$ cat src/icache_macros.svh
`ifndef ICACHE_MACROS_SVH
`define ICACHE_MACROS_SVH

// ####################
// Address widths
// ####################
`define ICACHE_VADDR_SIZE 32
`define ICACHE_PADDR_SIZE 32
`define ICACHE_PAGE_BITS  12

// ####################
// Cache geometry
// ####################
`define ICACHE_N_WAY      2
`define ICACHE_N_SET      16
`define ICACHE_LINE_BYTES 16

`endif

$ cat src/icache_pkg.sv
`include "icache_macros.svh"

package icache_pkg;

    localparam int unsigned IDX_BITS      = $clog2(`ICACHE_N_SET);
    localparam int unsigned OFF_BITS      = $clog2(`ICACHE_LINE_BYTES / 4);  // Word offset
    localparam int unsigned LINE_OFF_BITS = $clog2(`ICACHE_LINE_BYTES);      // Byte offset
    localparam int unsigned WAY_BITS      = $clog2(`ICACHE_N_WAY);
    localparam int unsigned VPN_BITS      = `ICACHE_VADDR_SIZE - `ICACHE_PAGE_BITS;
    localparam int unsigned TAG_BITS      = `ICACHE_PADDR_SIZE - `ICACHE_PAGE_BITS;
    localparam int unsigned LINE_BITS     = `ICACHE_LINE_BYTES * 8;
    localparam int unsigned WORD_BITS     = 32;

    typedef logic [IDX_BITS-1:0]  icache_idx_t;
    typedef logic [OFF_BITS-1:0]  icache_off_t;
    typedef logic [VPN_BITS-1:0]  icache_vpn_t;
    typedef logic [TAG_BITS-1:0]  icache_tag_t;  // Physical page number
    typedef logic [WAY_BITS-1:0]  icache_way_t;
    typedef logic [LINE_BITS-1:0] icache_line_t;

    typedef struct packed {
        logic        valid;
        icache_tag_t tag;
    } icache_tag_entry_t;

    typedef struct packed {
        logic        valid;
        icache_tag_t ppn;
    } tresp_t;

    typedef struct packed {
        logic                          valid;
        logic [`ICACHE_VADDR_SIZE-1:0] vaddr;
        logic                          kill;
    } icache_req_t;

    typedef struct packed {
        logic                          valid;
        logic [`ICACHE_VADDR_SIZE-1:0] vaddr;
        logic [WORD_BITS-1:0]          data;
    } icache_resp_t;

    typedef struct packed {
        logic                          req;
        logic [`ICACHE_PADDR_SIZE-1:0] paddr;  // Line aligned
    } fill_req_t;

    typedef struct packed {
        logic         ack;
        icache_line_t line;
    } fill_resp_t;

    typedef enum logic [2:0] {
        IDLE, COMPARE, FILL_REQ, FILL_REL, BYPASS_REQ, BYPASS_REL, FLUSH, RESP
    } icache_state_t;

endpackage

$ cat src/icache_ff.sv
`timescale 1ns/1ps
`include "icache_macros.svh"

module icache_ff (
    input  logic                          clk_i,
    input  logic                          rstn_i,
    input  logic [`ICACHE_VADDR_SIZE-1:0] vaddr_d,
    output logic [`ICACHE_VADDR_SIZE-1:0] vaddr_q,
    input  icache_pkg::icache_idx_t       idx_d,
    output icache_pkg::icache_idx_t       idx_q,
    input  icache_pkg::icache_vpn_t       vpn_d,
    output icache_pkg::icache_vpn_t       vpn_q,
    input  icache_pkg::icache_way_t       way_to_replace_d,
    output icache_pkg::icache_way_t       way_to_replace_q,
    input  logic                          cmp_enable_d,
    output logic                          cmp_enable_q,
    input  logic                          cache_enable_d,
    output logic                          cache_enable_q,
    input  logic                          ireq_kill_d,
    output logic                          ireq_kill_q,
    input  icache_pkg::tresp_t            tresp_d,
    output icache_pkg::tresp_t            tresp_q,
    input  logic                          load
);

    always_ff @(posedge clk_i or negedge rstn_i) begin
        if (!rstn_i) begin
            vaddr_q          <= '0;
            idx_q            <= '0;
            vpn_q            <= '0;
            way_to_replace_q <= '0;
            cmp_enable_q     <= 1'b0;
            cache_enable_q   <= 1'b0;
            ireq_kill_q      <= 1'b0;
            tresp_q          <= '0;
        end else if (load) begin
            vaddr_q          <= vaddr_d;
            idx_q            <= idx_d;
            vpn_q            <= vpn_d;
            way_to_replace_q <= way_to_replace_d;  // Hit way or victim after compare
            cmp_enable_q     <= cmp_enable_d;
            cache_enable_q   <= cache_enable_d;
            ireq_kill_q      <= ireq_kill_d;
            tresp_q          <= tresp_d;
        end
    end

endmodule

$ cat config.mk
export PLATFORM = sky130hd
export DESIGN_NAME = icache_ff
export DESIGN_NICKNAME = d
export VERILOG_FILES = /design/src/icache_pkg.sv /design/src/icache_ff.sv
export VERILOG_INCLUDE_DIRS = /design/src
export SDC_FILE = /design/constraint.sdc
export NUM_CORES = 1
export LEC_CHECK = 0
export BUFFER_PORTS_ARGS = -buffer_cell sky130_fd_sc_hd__buf_2
export CORE_MARGIN = 10
export CORE_UTILIZATION = 46
export DETAILED_ROUTE_END_ITERATION = 8
export PLACE_DENSITY = 0.91
export SYNTH_ARGS = -nofsm -noshare
export SYNTH_HDL_FRONTEND = slang
export SYNTH_SLANG_ARGS = --single-unit
$ cat constraint.sdc
create_clock -name clk_i -period 1.15 [get_ports clk_i]
set_clock_uncertainty 0.15 [all_clocks]
set_input_delay 0.0575 -clock clk_i [delete_from_list [all_inputs] [get_ports clk_i]]
set_output_delay 0.0575 -clock clk_i [all_outputs]
set_load 0.03 [all_outputs]
==> results of run 1 <==
sequential cells by signal, summed over array words and instances (netlist names):
register / flops
vaddr_q: 32
tresp_q: 21
vpn_q: 20
idx_q: 4
cache_enable_q: 1
cmp_enable_q: 1
ireq_kill_q: 1
way_to_replace_q: 1
routing by layer:
layer  GRT usage, %  vias up
met3           6.70       30
met1           19.5     1345
li1               -     1188
met5              0        -
met4           7.35        0
met2           32.7      123
synth_stat cells:
cell / number / area, sq um
dfrtp_1: 81 / 2030
mux2_4: 80 / 1200
mux2_2: 1 / 11.3
buf_6: 1 / 11.3
buf_12: 8 / 160
cell type report:
cell class,instances,area [sq um]
Antenna cell,1,2.50
Tap cell,99,124
Sequential cell,81,2030
Clock buffer,10,138
Multi-Input combinational cell,81,1210
Clock inverter,6,115
Fill cell,340,1220
Timing Repair Buffer,294,2380
critical path: stages:
cell and delay, ns:
buf_4 0.18, dlygate4sd3_1 0.67, mux2_4 0.32
worst max-delay path by stage:
stage                   startpoint        endpoint  slack, ns  cells past startpoint
detailed placement            load       vpn_q[11]       0.05                      3
global route            vaddr_q[9]      vaddr_q[9]      -0.04                      1
global placement              load      tresp_q[5]       0.08                      3
finish                        load     vaddr_q[21]     -0.006                      3
floorplan           cache_enable_q  cache_enable_q       0.11                      1
CTS                     vaddr_q[0]      vaddr_q[0]     0.0002                      1
through the flow:
| step | instance area, sq um | hold WS [ns] | total power, mW | cells | setup slack [ns] |
|---|---|---|---|---|---|
| floorplan | 3410 | -0.388 | 4.50 | 171 | 0.111 |
| global route | 6000 | 0.104 | 8.69 | 572 | -0.0353 |
| finish | 6000 | 0.0973 | 8.40 | 572 | -0.00648 |
| global placement | 4300 | -0.0410 | 5.04 | 435 | 0.0778 |
| detailed placement | 4300 | -0.0288 | 5.10 | 435 | 0.0484 |
| CTS | 5480 | 0.0717 | 7.97 | 539 | 0.000204 |
report_power, final:
group / switching [mW] / internal [mW]
Combinational: 1.14 / 1.31
Clock: 1.07 / 1.51
Sequential: 0.222 / 3.13
Total: 2.44 / 5.96
repair_timing:
item,in CTS,in global routing
cloned,0,0
gates resized for setup,21,142
setup endpoints to repair,20,72
buffers inserted,5,32
hold buffers,83,1
hold endpoints to repair,162,2
logic make-up (layout without fill, tap and decap cells):
logic type   Yosys count  count (layout)  synth area share (%)
other cells            0               1                     0
flops                 81              81                  59.4
buf+inv                9             310                  5.03
mux                   81              81                  35.5
==> flow_metrics.py, run 1 <==
metrics = {
    "hold_path": {
        "worstHoldEndpoint": "vaddr_q[25]",
        "hp-start": "load",
        "min_path_cells": 3,
        "hold_path.class": "primary input to register",
    },
    "global_route": {
        "grt_pass1_vias": 2990,
        "grt_start_max_net_pins": 82,
        "grt.overflow.total": 0,
        "antenna_found_initial": 1,
        "grt_pass1_wl_um": 16400,
        "grtUsageTotal_pct": 18.4,
    },
    "floorplan": {
        "rows": 31,
        "die_h_um": 106,
        "die_area_sq_um": 11300,
        "ios": 165,
        "initial_core_util_pct": 47.3,
        "die_w_um": 106,
        "core_area_sq_um": 7210,
    },
    "timing": {
        "setup_viol": 1,
        "rsz0062_at_grt": "yes",
        "tns_ns": -0.00648,
        "min_period_ns": 1.16,
        "period_share_pct": 101,
        "clock.fmax_mhz": 865,
        "worstMarginPinSlew_ns": 0.425,
        "fin_ws_ns": -0.00648,
        "finalHoldViolCount": 0,
        "slew_violations": 0,
        "slew-limit-headroom_pct": 71.7,
    },
    "clocking": {
        "clock-sinks": 81,
        "tritoncts": "built",
        "cts_max_path_buffers": 2,
        "h-tree-depth": 3,
        "clockRootBuffer": "clkbuf_8",
        "cts-buffers-inserted": 9,
        "clkTransAtPathRegs_ns": 0.08,
        "clk_latency_ns": 0.35,
    },
    "pwr": {
        "power_density_nw_per_um2": 1400,
        "p_leak_nw": 3.08,
        "peakVddDrop_mv": 0.872,
    },
    "final_layout": {
        "areaGrowthSynthToFinish_pct": 75.8,
        "mostFrequentLayoutCells": "90 x buf_2, 83 x dlygate4sd3_1, 81 x dfrtp_1",
        "drive_gt1_share_pct": 65.3,
        "final_util_pct": 83.1,
        "final_common_cell": "buf_2",
        "final_nets": 551,
    },
    "placement": {
        "io_buffers": 164,
        "hpwl_um": 6410,
        "gp_congestion": 0.765,
    },
    "critical_path": {
        "reg2regPathDepth": 2,
        "crit_type": "primary input to register",
        "r2r_slack_ns": 0.06,
        "cp.required_ns": 1.22,
        "r2r-start": "vaddr_q[9]",
        "startpoint_type": "primary input",
        "critPathArrivalTime_ns": 1.23,
        "r2r-end": "vaddr_q[9]",
        "critical_path_peak_fanout": 10,
        "cp-end-kind": "register",
    },
    "synth": {
        "synth_area_sq_um": 3410,
        "synth_nets": 255,
        "synth_cell_type_count": 5,
        "post_synth_inst_count": 171,
        "yosysSeqAreaShare_pct": 59.4,
        "yosysWarnings": 0,
        "ys_ff_latch": 81,
        "avgSynthCellArea_sq_um": 19.9,
    },
    "detailed_routing": {
        "viasPerCell": 4.70,
        "top_layer_used": "met4",
        "drt_wl_total_um": 12300,
        "ant_nets": 0,
        "vias": 2686,
        "met2_length_um": 6480,
        "wl_per_cell_um": 21.5,
        "drt_iter0_drc": 68,
        "wl_met3_um": 815,
        "dr.pass1.iters": 4,
        "wl_met1_um": 4660,
        "route.detailed.drc": 0,
    },
    "status": {
        "violations": "setup timing",
        "outcome": "complete, but fails checks",
    },
    "run": {
        "drv_cap": 0,
    },
}
Power figures use the tool's default switching activity.
==> inputs of run 2 (changes only) <==
--- a/config.mk
+++ b/config.mk
@@ -7,10 +7,12 @@
 export NUM_CORES = 1
 export LEC_CHECK = 0
 export BUFFER_PORTS_ARGS = -buffer_cell sky130_fd_sc_hd__buf_2
+export CORE_ASPECT_RATIO = 2
 export CORE_MARGIN = 10
 export CORE_UTILIZATION = 46
 export DETAILED_ROUTE_END_ITERATION = 8
 export PLACE_DENSITY = 0.91
+export SKIP_LAST_GASP = 1
 export SYNTH_ARGS = -nofsm -noshare
 export SYNTH_HDL_FRONTEND = slang
 export SYNTH_SLANG_ARGS = --single-unit
==> run 2 against run 1 <==
Cell count is 8.0% lower. Largest power group unchanged. Sequential power hardly changed. Die area is 1.9% higher. Largest cell class is now registers. Clock-buffer cell count is 1 higher. The run now ends clean. Critical path type is now register to output port.
==> flow_metrics.py, run 2 (same netlist as run 1, synthesis figures left out) <==
metrics = {
    "critical_path": {
        "crit_start": "vaddr_q[22]",
        "r2r-start": "vpn_q[18]",
        "slowest_stage": "dfrtp_1",
        "critical_path_peak_fanout": 2,
        "path_cells": "buf_2",
        "path_buf_inv": 1,
        "critPathArrivalTime_ns": 0.93,
        "crit_path_max_incr_delay_ns": 0.38,
        "cp.required_ns": 0.94,
        "cp-end-kind": "output port",
        "startpoint_type": "register",
        "cp_top_family": "flip-flops",
        "crit_type": "register to output port",
    },
    "floorplan": {
        "rows": 44,
        "die_area_sq_um": 11500,
        "die_h_um": 142,
        "core_area_sq_um": 7270,
        "initial_core_util_pct": 46.9,
        "ios": 165,
        "die_w_um": 80.9,
    },
    "global_route": {
        "grt_pass1_wl_um": 16300,
        "grt_start_max_net_pins": 82,
        "grtUsageTotal_pct": 18.9,
        "grt_pass1_vias": 2948,
        "antenna_found_initial": 5,
        "grt.overflow.total": 0,
    },
    "detailed_routing": {
        "route.detailed.drc": 0,
        "viasPerCell": 4.69,
        "dr.pass1.iters": 4,
        "wl_per_cell_um": 20.5,
        "drt_iter0_drc": 98,
        "vias": 2468,
        "ant_nets": 0,
        "drt_wl_total_um": 10800,
    },
    "placement": {
        "gp_congestion": 0.808,
        "placed_cells": 423,
        "io_buffers": 164,
        "hpwl_um": 6390,
    },
    "timing": {
        "setup_viol": 0,
        "slew_violations": 0,
        "period_share_pct": 98.7,
        "finalHoldViolCount": 0,
        "worstMarginPinSlew_ns": 0.422,
        "holdWs_ns": 0.0750,
        "min_period_ns": 1.14,
        "clock.fmax_mhz": 881,
        "slew-limit-headroom_pct": 71.9,
    },
    "clocking": {
        "clock-sinks": 81,
        "tritoncts": "built",
        "clk_latency_ns": 0.32,
        "cts_max_path_buffers": 2,
        "clkTransAtPathRegs_ns": 0.06,
        "clockRootBuffer": "clkbuf_16",
        "postCtsSetupBuffers": 0,
        "h-tree-depth": 3,
        "cts-buffers-inserted": 9,
    },
    "final_layout": {
        "reg_top3": "vaddr_q: 32 flops, tresp_q: 21 flops, vpn_q: 20 flops",
        "final_common_cell": "buf_2",
        "fin_cells": 526,
        "mostFrequentLayoutCells": "148 x buf_2, 82 x dlygate4sd3_1, 81 x dfrtp_1",
        "final_nets": 508,
        "drive_gt1_share_pct": 62.0,
        "nFillCells": 472,
        "final_util_pct": 75.2,
        "regMostFlops": "vaddr_q",
        "largest_reg_flops": 32,
        "areaGrowthSynthToFinish_pct": 60.1,
    },
    "run": {
        "drv_cap": 0,
    },
    "hold_path": {
        "hp-start": "load",
        "hold_path.class": "primary input to register",
    },
    "status": {
        "outcome": "complete, no violations",
    },
    "pwr": {
        "peakVddDrop_mv": 1.00,
        "p_leak_nw": 2.81,
        "power_density_nw_per_um2": 1550,
    },
}
-- run 2: metrics by stage --
step           setup TNS [ns]  instance area [sq um]  power [mW]  setup slack [ns]
3_5_place_dp                0                   4260        5.08            0.0509
5_1_grt             -0.000494                   5460        8.80         -0.000494
2_1_floorplan               0                   3410        4.50             0.111
4_1_cts                     0                   5410        8.47            0.0145
3_3_place_gp                0                   4260        5.03            0.0738
6_report                    0                   5460        8.49            0.0148
-- run 2: worst paths after layout --
path / slack (ns) / depth (start not counted) / to
setup / recovery: 0.01 / 1 / vaddr_q[22]
hold / removal: 0.08 / 3 / vaddr_q[19]
setup reg to reg: 0.19 / 1 / vpn_q[18]
hold reg to reg: 0.36 / 1 / vaddr_q[21]
max in group asynchronous: 0.37 / 3 / vaddr_q[28]
min in group asynchronous: 0.14 / 3 / tresp_q[4]
-- run 2: timing repair --
action,in CTS,in global routing
hold buffers,82,0
setup endpoints to repair,0,14
resized for setup,0,25
hold endpoints to repair,162,0
-- run 2: cell type report --
type	count	area, sq um	share of cell area [%]
clock inverter	5	85.1	1.56
multi-input combinational	81	1210	22.2
timing repair buffer	251	1760	32.2
tap	92	115	2.11
sequential	81	2030	37.1
antenna	5	12.5	0.229
clock buffer	11	253	4.63
-- run 2: power by group --
group | internal [mW] | switching, mW | total [mW]
clock network | 2.03 | 1.13 | 3.16
registers | 3.14 | 0.179 | 3.32
logic | 0.947 | 1.06 | 2.01
total | 6.12 | 2.37 | 8.49
-- run 2: layer usage --
metal,wire [um],global-route usage [%]
met1,3500,18.0
met2,6190,34.3
met3,590,4.81
met4,480,11.5
met5,0,0
==> inputs of run 3 (changes only) <==
--- a/config.mk
+++ b/config.mk
@@ -11,6 +11,7 @@
 export CORE_MARGIN = 10
 export CORE_UTILIZATION = 46
 export DETAILED_ROUTE_END_ITERATION = 8
+export MAX_ROUTING_LAYER = met4
 export PLACE_DENSITY = 0.91
 export SKIP_LAST_GASP = 1
 export SYNTH_ARGS = -nofsm -noshare
==> run 3 against run 2 <==
Routed wire length rose by 0.51%. Sequential share of layout area stayed put. Setup slack improved by 0.00086 ns. Power about the same.
==> flow_metrics.py, run 3 (same netlist as run 1, synthesis figures left out) <==
metrics = {
    "placement": {
        "gp_congestion": 0.816,
        "io_buffers": 164,
        "placed_cells": 423,
        "hpwl_um": 6390,
    },
    "detailed_routing": {
        "vias": 2469,
        "wl_per_cell_um": 20.6,
        "ant_nets": 0,
        "dr.pass1.iters": 4,
        "drt_iter0_drc": 96,
        "drt_wl_total_um": 10800,
        "viasPerCell": 4.69,
        "route.detailed.drc": 0,
    },
    "clocking": {
        "cts_max_path_buffers": 2,
        "h-tree-depth": 3,
        "clock-sinks": 81,
        "tritoncts": "built",
        "clkTransAtPathRegs_ns": 0.06,
        "cts-buffers-inserted": 9,
        "clockRootBuffer": "clkbuf_16",
        "clk_latency_ns": 0.33,
    },
    "pwr": {
        "pwr-share-clk_pct": 37.2,
        "p_total_mw": 8.48,
        "pwr-share-comb_pct": 23.7,
        "peakVddDrop_mv": 1.01,
        "power.switching_mw": 2.36,
        "power_density_nw_per_um2": 1550,
        "p_leak_nw": 2.81,
        "p_seq_share_pct": 39.1,
        "power.internal_mw": 6.12,
        "power.share.switching_pct": 27.9,
    },
    "critical_path": {
        "cp.required_ns": 0.94,
        "crit_type": "register to output port",
        "crit_path_max_incr_delay_ns": 0.38,
        "r2r-start": "tresp_q[19]",
        "crit_start": "vaddr_q[22]",
        "cp_top_family": "flip-flops",
        "path_buf_inv": 1,
        "path_cells": "buf_2",
        "critical_path_peak_fanout": 2,
        "startpoint_type": "register",
        "cp-end-kind": "output port",
        "slowest_stage": "dfrtp_1",
        "reg2regPathDepth": 1,
        "critPathArrivalTime_ns": 0.93,
        "r2r_slack_ns": 0.19,
        "r2r-end": "tresp_q[19]",
    },
    "final_layout": {
        "nFillCells": 472,
        "regMostFlops": "vaddr_q",
        "fin_cells": 526,
        "largest_reg_flops": 32,
        "mostFrequentLayoutCells": "148 x buf_2, 82 x dlygate4sd3_1, 81 x dfrtp_1",
        "final_util_pct": 75.2,
        "final_common_cell": "buf_2",
        "reg_top3": "vaddr_q: 32 flops, tresp_q: 21 flops, vpn_q: 20 flops",
        "final_nets": 508,
        "drive_gt1_share_pct": 62.0,
        "areaGrowthSynthToFinish_pct": 60.1,
    },
    "hold_path": {
        "hold_path.class": "primary input to register",
        "min_path_cells": 3,
        "hp-start": "load",
        "worstHoldEndpoint": "vaddr_q[19]",
    },
    "floorplan": {
        "die_w_um": 80.9,
        "initial_core_util_pct": 46.9,
        "ios": 165,
        "rows": 44,
        "die_area_sq_um": 11500,
        "die_h_um": 142,
        "core_area_sq_um": 7270,
    },
    "global_route": {
        "antenna_found_initial": 5,
        "grtUsageTotal_pct": 19.4,
        "grt_pass1_wl_um": 16300,
        "grt_pass1_vias": 2942,
        "grt_start_max_net_pins": 82,
        "grt.overflow.total": 0,
    },
    "run": {
        "drv_cap": 0,
    },
    "timing": {
        "slew_violations": 0,
        "period_share_pct": 98.6,
        "min_period_ns": 1.13,
        "setup_viol": 0,
        "slew-limit-headroom_pct": 72.1,
        "worstMarginPinSlew_ns": 0.419,
        "clock.fmax_mhz": 882,
        "finalHoldViolCount": 0,
    },
    "status": {
        "outcome": "complete, no violations",
    },
}
[run 3: repair_timing]
item	in CTS	in global routing
gates resized for setup	0	25
setup endpoints to repair	0	14
hold endpoints to repair	162	0
buffers inserted	0	0
hold buffers	82	0
[run 3: routing by layer]
| metal | up-vias | global-route usage (%) | part of all wire (%) |
|---|---|---|---|
| li1 | 1108 | - | - |
| met1 | 1234 | 18.7 | 33 |
| met2 | 101 | 34.0 | 58 |
| met3 | 26 | 4.11 | 4.8 |
| met4 | 0 | 11.5 | 4.3 |
| met5 | - | - | 0 |
[run 3: worst max path at each step]
stage                                end  slack [ns]  depth (start not counted)
final                        vaddr_q[22]        0.02                          1
after detailed placement     vaddr_q[29]        0.05                          3
after global routing           vpn_q[12]     -0.0005                          1
after global placement       vaddr_q[29]        0.07                          3
after CTS                    tresp_q[19]        0.01                          1
after floorplan           cache_enable_q        0.11                          1
[run 3: power by group through the flow]
stage	combinational (mW)	clock, mW	sequential [mW]
after global placement	1.71	0	3.32
after global routing	2.11	3.34	3.35
after floorplan	0.591	0	3.91
after detailed placement	1.74	0	3.34
after CTS	1.97	3.21	3.30
final	2.01	3.15	3.32
[run 3: area by class of cell]
| cell class | instances | area [sq um] | share of cell area (%) |
|---|---|---|---|
| multi-input combinational | 81 | 1210 | 22.2 |
| tap | 92 | 115 | 2.11 |
| clock inverter | 5 | 85.1 | 1.56 |
| sequential | 81 | 2030 | 37.1 |
| timing repair buffer | 251 | 1760 | 32.2 |
| clock buffer | 11 | 253 | 4.63 |
| antenna | 5 | 12.5 | 0.229 |
[run 3: metrics by stage]
stage	hold slack, ns	area, sq um	setup TNS [ns]	setup slack [ns]
6_report	0.0760	5460	0	0.0156
5_1_grt	0.0825	5460	-0.000510	-0.000510
4_1_cts	0.0660	5410	0	0.0145
3_5_place_dp	-0.0357	4260	0	0.0509
3_3_place_gp	-0.0484	4260	0	0.0738
2_1_floorplan	-0.388	3410	0	0.111
